`src/issue_pkg.sv`:
```
/*
 * Shared widths, register and opcode types, unit indices and
 * the load-store access code for the decode and issue stage
 */
package issue_pkg;

    //////////////////////////////
    // Widths and basic types
    //////////////////////////////
    localparam int XLEN = 32;

    typedef logic [XLEN-1:0] word_t;

    // Operand word with one extension bit on top for signed compares
    typedef logic [XLEN:0] alu_operand_t;

    typedef logic [4:0] reg_addr_t;
    typedef logic [2:0] fn3_t;

    //////////////////////////////
    // Opcode bits 6 to 2
    //////////////////////////////
    typedef enum logic [4:0] {
        LOAD_T      = 5'b00000,
        FENCE_T     = 5'b00011,
        ARITH_IMM_T = 5'b00100,
        AUIPC_T     = 5'b00101,
        STORE_T     = 5'b01000,
        ARITH_T     = 5'b01100,
        LUI_T       = 5'b01101,
        BRANCH_T    = 5'b11000,
        JALR_T      = 5'b11001,
        JAL_T       = 5'b11011,
        SYSTEM_T    = 5'b11100
    } opcode_trim_t;

    //////////////////////////////
    // Execution units
    //////////////////////////////
    localparam int UNIT_ALU    = 0;
    localparam int UNIT_LS     = 1;
    localparam int UNIT_BRANCH = 2;
    localparam int UNIT_DIV    = 3;

    localparam int NUM_UNITS = 4;

    // One bit per unit, at most one set for a request
    typedef logic [NUM_UNITS-1:0] unit_vec_t;

    //////////////////////////////
    // Load-store access size
    //////////////////////////////
    localparam fn3_t LS_W_FN3 = 3'b010;

endpackage

```
`src/div_reuse_tracker.sv`:
```
/*
 * Saved divide source addresses and the flag that lets
 * a repeated divide reuse the previous result
 */
`timescale 1ns/100ps

module div_reuse_tracker (
    input  logic                 clk,
    input  logic                 rst,
    input  issue_pkg::word_t     instruction,
    input  logic                 instr_pop,
    input  logic                 writes_rd,
    input  issue_pkg::unit_vec_t unit_issue,
    output logic                 div_reuse
);

    issue_pkg::reg_addr_t rd_addr;
    issue_pkg::reg_addr_t rs1_addr;
    issue_pkg::reg_addr_t rs2_addr;
    issue_pkg::reg_addr_t prev_rs1_addr;
    issue_pkg::reg_addr_t prev_rs2_addr;
    logic                 div_issue;
    logic                 rd_hits_own_sources;
    logic                 rd_hits_saved_sources;
    logic                 same_sources;
    logic                 reuse_valid;

    assign rd_addr   = instruction[11:7];
    assign rs1_addr  = instruction[19:15];
    assign rs2_addr  = instruction[24:20];
    assign div_issue = unit_issue[issue_pkg::UNIT_DIV];

    assign rd_hits_own_sources   = (rd_addr == rs1_addr) || (rd_addr == rs2_addr);
    assign rd_hits_saved_sources = (rd_addr == prev_rs1_addr) || (rd_addr == prev_rs2_addr);
    assign same_sources          = (rs1_addr == prev_rs1_addr) && (rs2_addr == prev_rs2_addr);

    always_ff @(posedge clk) begin
        if (div_issue) begin
            prev_rs1_addr <= rs1_addr;
            prev_rs2_addr <= rs2_addr;
        end
    end

    //////////////////////////////
    // Reuse valid
    //////////////////////////////
    always_ff @(posedge clk) begin
        if (rst) begin
            reuse_valid <= 1'b0;
        end else if (div_issue) begin
            reuse_valid <= ~rd_hits_own_sources;
        end else if (instr_pop && writes_rd && rd_hits_saved_sources) begin
            reuse_valid <= 1'b0;
        end
    end

    assign div_reuse = div_issue & reuse_valid & same_sources;

    // Reuse only ever rides on an actual divide pop from issue control
    reuse_on_div_issue: assert property (
        @(posedge clk) disable iff (rst)
        div_reuse |-> (instr_pop && unit_issue == (1 << issue_pkg::UNIT_DIV))
    );

endmodule

```
`src/instr_classifier.sv`:
```
/*
 * Opcode decode into a one-hot unit request,
 * register-write, load, store and illegal flags
 */
`timescale 1ns/100ps

module instr_classifier (
    input  issue_pkg::word_t     instruction,
    output issue_pkg::unit_vec_t unit_request,
    output logic                 writes_rd,
    output logic                 is_store,
    output logic                 is_load,
    output logic                 illegal_instruction
);

    issue_pkg::opcode_trim_t opcode_trim;
    issue_pkg::fn3_t         fn3;
    issue_pkg::reg_addr_t    rd_addr;
    logic                    mult_div_op;
    logic                    has_rd;

    assign opcode_trim = issue_pkg::opcode_trim_t'(instruction[6:2]);
    assign fn3         = instruction[14:12];
    assign rd_addr     = instruction[11:7];
    assign mult_div_op = instruction[25];

    always_comb begin
        unit_request        = '0;
        illegal_instruction = 1'b0;
        has_rd              = 1'b0;
        case (opcode_trim)
            issue_pkg::BRANCH_T: unit_request[issue_pkg::UNIT_BRANCH] = 1'b1;
            issue_pkg::JAL_T, issue_pkg::JALR_T: begin
                unit_request[issue_pkg::UNIT_BRANCH] = 1'b1;
                has_rd = 1'b1;
            end
            issue_pkg::LOAD_T: begin
                unit_request[issue_pkg::UNIT_LS] = 1'b1;
                has_rd = 1'b1;
            end
            issue_pkg::STORE_T: unit_request[issue_pkg::UNIT_LS] = 1'b1;
            issue_pkg::ARITH_T: begin
                // M extension space, only the divide half exists here
                if (mult_div_op && fn3[2]) begin
                    unit_request[issue_pkg::UNIT_DIV] = 1'b1;
                    has_rd = 1'b1;
                end else if (mult_div_op) begin
                    illegal_instruction = 1'b1;
                end else begin
                    unit_request[issue_pkg::UNIT_ALU] = 1'b1;
                    has_rd = 1'b1;
                end
            end
            issue_pkg::ARITH_IMM_T, issue_pkg::LUI_T, issue_pkg::AUIPC_T: begin
                unit_request[issue_pkg::UNIT_ALU] = 1'b1;
                has_rd = 1'b1;
            end
            // No global-control unit in this stage
            issue_pkg::FENCE_T, issue_pkg::SYSTEM_T: illegal_instruction = 1'b1;
            default: illegal_instruction = 1'b1;
        endcase
    end

    // x0 is never a tracked destination
    assign writes_rd = has_rd & (rd_addr != '0);
    assign is_load   = (opcode_trim == issue_pkg::LOAD_T);
    assign is_store  = (opcode_trim == issue_pkg::STORE_T);

    unit_request_onehot: assert final ($onehot0(unit_request));

endmodule

```
`src/issue_control.sv`:
```
/*
 * Issue decision for the presented instruction: operand
 * readiness with the store-data forward exception, unit ready and hold
 */
`timescale 1ns/100ps

module issue_control (
    input  logic                 instr_valid,
    input  logic                 issue_hold,
    input  logic                 illegal_instruction,
    input  logic                 is_store,
    input  logic                 rs1_conflict,
    input  logic                 rs2_conflict,
    input  logic                 forward_possible,
    input  issue_pkg::unit_vec_t unit_request,
    input  issue_pkg::unit_vec_t unit_ready,
    output logic                 instr_pop,
    output issue_pkg::unit_vec_t unit_issue
);

    logic issue_valid;
    logic target_ready;
    logic rs2_ready;
    logic operands_ready;

    //////////////////////////////
    // Issue conditions
    //////////////////////////////
    assign issue_valid  = instr_valid & ~issue_hold & ~illegal_instruction;
    assign target_ready = |(unit_request & unit_ready);

    // A store may go while its data is still coming from the last load,
    // the load-store unit picks it up from the load result
    assign rs2_ready      = ~rs2_conflict | (is_store & forward_possible);
    assign operands_ready = ~rs1_conflict & rs2_ready;

    //////////////////////////////
    // Issue pulse
    //////////////////////////////
    assign instr_pop  = issue_valid & target_ready & operands_ready;
    assign unit_issue = {issue_pkg::NUM_UNITS{instr_pop}} & unit_request;

    pop_needs_valid: assert final (!instr_pop || instr_valid);
    issue_onehot: assert final (!instr_pop || $onehot(unit_issue));

endmodule

```
`src/issue_stage_top.sv`:
```
/*
 * Decode and issue stage: classifier, issue control,
 * both trackers and the operand generator
 */
`timescale 1ns/100ps

module issue_stage_top (
    input  logic                    clk,
    input  logic                    rst,
    input  logic                    instr_valid,
    input  issue_pkg::word_t        instruction,
    input  issue_pkg::word_t        pc,
    input  issue_pkg::word_t        rs1_data,
    input  issue_pkg::word_t        rs2_data,
    input  logic                    rs1_conflict,
    input  logic                    rs2_conflict,
    input  issue_pkg::unit_vec_t    unit_ready,
    input  logic                    issue_hold,
    output logic                    instr_pop,
    output issue_pkg::unit_vec_t    unit_issue,
    output logic                    illegal_instruction,
    output logic                    div_reuse,
    output issue_pkg::alu_operand_t alu_in1,
    output issue_pkg::alu_operand_t alu_in2,
    output issue_pkg::word_t        ls_address,
    output issue_pkg::fn3_t         ls_fn3,
    output logic                    ls_load,
    output logic                    ls_store,
    output logic                    ls_forward
);

    issue_pkg::unit_vec_t unit_request;
    logic                 writes_rd;
    logic                 is_store;
    logic                 is_load;
    logic                 forward_possible;

    instr_classifier classifier0 (
        .instruction(instruction), .unit_request(unit_request), .writes_rd(writes_rd),
        .is_store(is_store), .is_load(is_load), .illegal_instruction(illegal_instruction)
    );

    issue_control control0 (
        .instr_valid(instr_valid), .issue_hold(issue_hold),
        .illegal_instruction(illegal_instruction), .is_store(is_store),
        .rs1_conflict(rs1_conflict), .rs2_conflict(rs2_conflict),
        .forward_possible(forward_possible), .unit_request(unit_request),
        .unit_ready(unit_ready), .instr_pop(instr_pop), .unit_issue(unit_issue)
    );

    load_forward_tracker load_fwd0 (
        .clk(clk), .rst(rst), .instruction(instruction), .instr_pop(instr_pop),
        .writes_rd(writes_rd), .is_load(is_load), .is_store(is_store),
        .forward_possible(forward_possible)
    );

    div_reuse_tracker div_reuse0 (
        .clk(clk), .rst(rst), .instruction(instruction), .instr_pop(instr_pop),
        .writes_rd(writes_rd), .unit_issue(unit_issue), .div_reuse(div_reuse)
    );

    unit_operand_gen operands0 (
        .instruction(instruction), .pc(pc), .rs1_data(rs1_data), .rs2_data(rs2_data),
        .rs2_conflict(rs2_conflict), .is_store(is_store), .is_load(is_load),
        .alu_in1(alu_in1), .alu_in2(alu_in2), .ls_address(ls_address), .ls_fn3(ls_fn3),
        .ls_load(ls_load), .ls_store(ls_store), .ls_forward(ls_forward)
    );

endmodule

```
`src/load_forward_tracker.sv`:
```
/*
 * Per-register written-by-load bits and the destination
 * of the most recent load, giving the store forward condition
 */
`timescale 1ns/100ps

module load_forward_tracker (
    input  logic             clk,
    input  logic             rst,
    input  issue_pkg::word_t instruction,
    input  logic             instr_pop,
    input  logic             writes_rd,
    input  logic             is_load,
    input  logic             is_store,
    output logic             forward_possible
);

    issue_pkg::reg_addr_t rd_addr;
    issue_pkg::reg_addr_t rs2_addr;
    issue_pkg::reg_addr_t last_load_rd;
    logic [31:0]          written_by_load;

    assign rd_addr  = instruction[11:7];
    assign rs2_addr = instruction[24:20];

    // Every issued writer records whether it was a load
    always_ff @(posedge clk) begin
        if (rst) begin
            written_by_load <= '0;
        end else if (instr_pop && writes_rd) begin
            written_by_load[rd_addr] <= is_load;
        end
    end

    // Loads to x0 still count as the latest load
    always_ff @(posedge clk) begin
        if (instr_pop && is_load) begin
            last_load_rd <= rd_addr;
        end
    end

    assign forward_possible = is_store & written_by_load[rs2_addr] &
                              (last_load_rd == rs2_addr);

endmodule

```
`src/unit_operand_gen.sv`:
```
/*
 * ALU operand selection with extension bits, and the
 * load-store address, access code and direction
 */
`timescale 1ns/100ps

module unit_operand_gen (
    input  issue_pkg::word_t        instruction,
    input  issue_pkg::word_t        pc,
    input  issue_pkg::word_t        rs1_data,
    input  issue_pkg::word_t        rs2_data,
    input  logic                    rs2_conflict,
    input  logic                    is_store,
    input  logic                    is_load,
    output issue_pkg::alu_operand_t alu_in1,
    output issue_pkg::alu_operand_t alu_in2,
    output issue_pkg::word_t        ls_address,
    output issue_pkg::fn3_t         ls_fn3,
    output logic                    ls_load,
    output logic                    ls_store,
    output logic                    ls_forward
);

    issue_pkg::opcode_trim_t opcode_trim;
    issue_pkg::fn3_t         fn3;
    issue_pkg::word_t        alu_rs1;
    issue_pkg::word_t        alu_rs2;
    logic [11:0]             ls_offset;

    assign opcode_trim = issue_pkg::opcode_trim_t'(instruction[6:2]);
    assign fn3         = instruction[14:12];

    //////////////////////////////
    // ALU operands
    //////////////////////////////
    always_comb begin
        case (opcode_trim)
            issue_pkg::LUI_T: alu_rs1 = '0;
            issue_pkg::AUIPC_T, issue_pkg::JAL_T, issue_pkg::JALR_T: alu_rs1 = pc;
            default: alu_rs1 = rs1_data;
        endcase
        case (opcode_trim)
            issue_pkg::LUI_T, issue_pkg::AUIPC_T: alu_rs2 = {instruction[31:12], 12'b0};
            issue_pkg::ARITH_IMM_T: alu_rs2 = issue_pkg::word_t'(signed'(instruction[31:20]));
            issue_pkg::JAL_T, issue_pkg::JALR_T: alu_rs2 = 32'd4;
            default: alu_rs2 = rs2_data;
        endcase
    end

    // fn3 bit 0 marks the unsigned compares, which get a zero extension
    assign alu_in1 = {alu_rs1[issue_pkg::XLEN-1] & ~fn3[0], alu_rs1};
    assign alu_in2 = {alu_rs2[issue_pkg::XLEN-1] & ~fn3[0], alu_rs2};

    //////////////////////////////
    // Load-store bundle
    //////////////////////////////
    assign ls_offset  = is_store ? {instruction[31:25], instruction[11:7]} : instruction[31:20];
    assign ls_address = rs1_data + issue_pkg::word_t'(signed'(ls_offset));
    assign ls_fn3     = fn3;
    assign ls_load    = is_load;
    assign ls_store   = is_store;
    assign ls_forward = is_store & rs2_conflict;

endmodule
```
`config.mk`:
```
export PLATFORM = sky130hd
export DESIGN_NAME = issue_stage_top
export DESIGN_NICKNAME = d
export VERILOG_FILES = /design/src/issue_pkg.sv /design/src/div_reuse_tracker.sv /design/src/instr_classifier.sv /design/src/issue_control.sv /design/src/issue_stage_top.sv /design/src/load_forward_tracker.sv /design/src/unit_operand_gen.sv
export SDC_FILE = /design/constraint.sdc
export NUM_CORES = 1
export LEC_CHECK = 0
export ABC_CLOCK_PERIOD_IN_PS = 5900
export BUFFER_PORTS_ARGS = -buffer_cell sky130_fd_sc_hd__buf_2
export CAP_MARGIN = 10
export CORE_AREA = 2 2 100 150
export CTS_BUF_LIST = sky130_fd_sc_hd__clkbuf_8
export DETAILED_ROUTE_END_ITERATION = 10
export DIE_AREA = 0 0 102 152
export GPL_TIMING_DRIVEN = 0
export HOLD_SLACK_MARGIN = 0.02
export PLACE_DENSITY = 0.71
export SYNTH_ARGS = -nofsm -noshare
export SYNTH_HDL_FRONTEND = slang
export SYNTH_HIERARCHICAL = 1
export SYNTH_SLANG_ARGS = --single-unit
```
`constraint.sdc`:
```
create_clock -name clk -period 5.9 [get_ports clk]
set_clock_uncertainty 0.15 [all_clocks]
set_input_delay 0 -clock clk [delete_from_list [all_inputs] [get_ports clk]]
set_output_delay 0 -clock clk [all_outputs]
set_load 0.01 [all_outputs]
```
==> results.sh <==
export IMPL_synthesis_yosys_warnings=6
export IMPL_fp_dieArea_sq_um=15500
export IMPL_post_cts_buffers=0
export IMPL_vias_per_cell=5.789
export IMPL_grt_first_pass_wirelength_um=33560
export IMPL_yosysTopAreaCellShare_pct=11.90
export IMPL_crit_buf_inv=6
export IMPL_slew_violations=0
export IMPL_cts_inserted_buffers=5
export IMPL_maximum_number_of_pins_on_one_net_before_global_route_repair=24
export IMPL_critical_path_reg2reg_startpoint="load_fwd0/written_by_load[2]"
export IMPL_globalRoute_totalOverflow=0
export IMPL_gp_routability_congestion=0.9250
export IMPL_critPathSlowestCell="dlygate4sd3_1"
export IMPL_worst_path_max_fanout=13
export IMPL_layout_area_overhead_vs_synth_pct=32.02
export IMPL_async_reset_ff_share_pct=0
export IMPL_leakage_nw=3.200
export IMPL_slowest_delay_ns=0.52
export IMPL_totalPowerFinal_mw=1.145
export IMPL_post_synth_instance_area_sq_um=5553
export IMPL_grt_pass1_vias=6396
export IMPL_number_of_remaining_drc_errors=0
export IMPL_postSynthAreaPerCell_sq_um=8.118
export IMPL_start_util_pct=38.77
export IMPL_die_h_um=152
export IMPL_cts_resized_gates=0
export IMPL_numPortBuffers=246
export IMPL_worst_pin_slew_ns=1.083
export IMPL_sequential_cell_area_fraction_in_the_yosys_report_pct=20.01
export IMPL_cp_cell_sequence="dlygate4sd3_1 > buf_2 > buf_6 > buf_12 > mux2i_1 > mux4_2 > a222oi_1 > and3_1 > a21boi_0 > a2111oi_4 > buf_6 > nand3_1 > or4_1 > nor4_2 > buf_2"
export IMPL_detailedPlacementHpwl_um=17820
export IMPL_rr_worst_depth=11
export IMPL_synth_fp_nets=854
export IMPL_cp_startpoint="instruction[22]"
export IMPL_synth_top_cells_by_area="dfxtp_1 12%, edfxtp_1 8.1%, ha_1 7.0%, a22o_1 6.6%, xor2_1 5.4%"
export IMPL_antenna_left=0
export IMPL_detailedRoute_firstPassIterationCount=6
export IMPL_timing_hold_worst_endpoint="alu_in2[11]"
export IMPL_tritoncts_clock_tree="done"
export IMPL_grt_use_total_pct=27.79
export IMPL_critPathLaunchType="input pin"
export IMPL_outcome="finished, final reports clean"
export IMPL_fp_dieW_um=102
export IMPL_antenna_found_initial=2
export IMPL_clock_insertion_delay_worst_skew_ns=0.31
export IMPL_totalNegativeSetupSlack_ns=0
export IMPL_holdCritStartpoint="rs2_data[11]"
export IMPL_final_layout_size_suffix_gt1_share_pct=30.37
export IMPL_crit_family="buffers and inverters"
export IMPL_yosys_most_used_dff="dfxtp_1"
export IMPL_hold_viol_final=0
export IMPL_power_per_cell_area_nw_per_um2=156.2
export IMPL_synth_cell_type_count=81
export IMPL_worstSetupEndpointType="output port"
export IMPL_setup_violations_final=0
export IMPL_worst_hold_path_num_cells=3
export IMPL_commonest_non_fill_non_tap_cell_in_the_layout="buf_2"
export IMPL_fmax_ghz=0.2317
export IMPL_synth_edff_count=15
export IMPL_drv_cap=0
export IMPL_setup_repair_after_global_routing_missed_its_margin="false"
export IMPL_layout_common_cells="247 x buf_2, 75 x nand2_1, 56 x a21oi_1, 42 x a22o_1, 40 x nor2_1"
export IMPL_worstPathRequired_ns=5.75
export IMPL_drt_iter0_drc=356
export IMPL_timing_worst_setup_path_type="input pin to output port"
export IMPL_slew_headroom_pct=27.15
export IMPL_floorplan_io_pins=249
export IMPL_core_area_sq_um=14320
export IMPL_finalCriticalPeriod_ns=4.317
export IMPL_std_cell_rows=54
export IMPL_regToRegEndpoint="load_fwd0/written_by_load[1]"
export IMPL_wl_per_cell_um=19.24
export IMPL_cts_root_buf="clkbuf_8"
export IMPL_ir_worst_vdd_uv=71.70
export IMPL_nets=1124
export IMPL_cts_sinks=48
export IMPL_synth_largest_area_cell="dfxtp_1"
export IMPL_hold_class="input pin to output port"
export IMPL_synthesis_instances=684
export IMPL_synth_seq_cells=48
export IMPL_arrival_time_reported_for_the_critical_path_endpoint_ns=4.17
export IMPL_finalCritPeriodShare_pct=73.16
export IMPL_cts_root_to_sink_buffers=2
export IMPL_finalWirelength_um=22180
export IMPL_htreeDepth=2
export IMPL_regToRegSetupSlack_ns=2.10
export IMPL_dr_total_vias=6675
-- cell usage after synthesis, types with 4 or more instances --
cell type,instances
mux2_2,5
o21ai_0,22
and2_1,8
ha_1,31
mux2i_1,21
a21oi_1,56
nor2_1,40
nor2b_1,7
nor3_1,15
a221o_1,19
clkbuf_1,36
nand2_1,75
inv_1,11
a2111oi_1,4
mux4_2,4
nand3b_1,5
o21ai_1,7
xor2_1,34
and4_1,4
o21bai_1,5
nand3_1,25
o31ai_1,5
a21o_1,20
and3_1,7
a22o_1,42
buf_4,5
xnor2_1,28
dfxtp_1,33
a211oi_1,5
nand4_1,11
edfxtp_1,15
nor4_1,5
-- sequential cells by signal (all words and copies together), names as in the netlist --
name                       count
div_reuse0/prev_rs1_addr       5
div_reuse0/prev_rs2_addr       5
div_reuse0/reuse_valid         1
load_fwd0/last_load_rd         5
load_fwd0/written_by_load     32
-- worst reg2reg max path: stages (launching register included) --
cell and delay, ns:
dfxtp_1 0.36, mux2i_1 0.08, mux4_2 0.46, a222oi_1 0.34, and3_1 0.20, a21boi_0 0.33
a211oi_2 0.85, and4b_1 0.30, clkbuf_1 0.28, nand2_1 0.11, mux2i_1 0.18, nor2_1 0.05
-- metal layers --
| layer | up-vias | routed length, um | GRT usage [%] |
|---|---|---|---|
| li1 | 3150 | - | - |
| met1 | 3103 | 7796 | 30.19 |
| met2 | 359 | 11640 | 51.60 |
| met3 | 63 | 1840 | 4.784 |
| met4 | 0 | 901 | 11.24 |
| met5 | - | 0 | 0 |
-- power by group --
part | internal (mW) | switching [mW]
Clock | 0.124 | 0.110
Sequential | 0.339 | 0.00000391
Combinational | 0.242 | 0.330
-- metrics by stage --
step	instances	setup WS, ns	hold slack, ns	utilization [%]	cell area (sq um)
floorplan	684	2.306	-0.1059	-	5553
global placement	1126	1.113	0.1192	49.07	7029
detailed placement	1127	1.702	0.1185	49.28	7058
CTS	1151	1.575	0.1311	51.14	7326
global route	1151	1.332	0.1532	51.14	7326
finish	1153	1.583	0.1302	51.18	7331
-- kinds of logic after synthesis --
kind of cell	count (synthesis)	synth area share, %
buffers and inverters	58	4.709
multiplexers	30	6.422
XOR/XNOR	62	9.779
AND/OR/NAND/NOR	230	21.65
AO/OA/AOI/OAI	224	30.08
adder cells (fa/ha/maj)	32	7.346
flip-flops	48	20.01
-- worst max path at each step --
| stage | end | slack [ns] | cells after the start |
|---|---|---|---|
| after detailed placement | ls_address[18] | 1.70 | 14 |
| after global placement | div_reuse | 1.11 | 13 |
| after global routing | div_reuse | 1.33 | 15 |
| final | div_reuse | 1.58 | 15 |
| after floorplan | div_reuse | 2.31 | 9 |
| after CTS | div_reuse | 1.57 | 15 |
-- area by class of cell --
class                           count  area, sq um
Antenna cell                        2        5.005
Clock inverter                      3        38.79
Clock buffer                        5        68.82
Timing Repair Buffer              263         1403
Sequential cell                    48         1111
Inverter                           11        41.29
Multi-Input combinational cell    578         4198
Tap cell                          196        245.2
Buffer                             47        220.2
Fill cell                        1483         6993
-- timing repair --
action,CTS,global route
hold buffers,16,0
endpoints found under the setup margin,0,0
endpoints found under the hold margin,18,0
No activity file was read; power rests on OpenSTA's default activity.
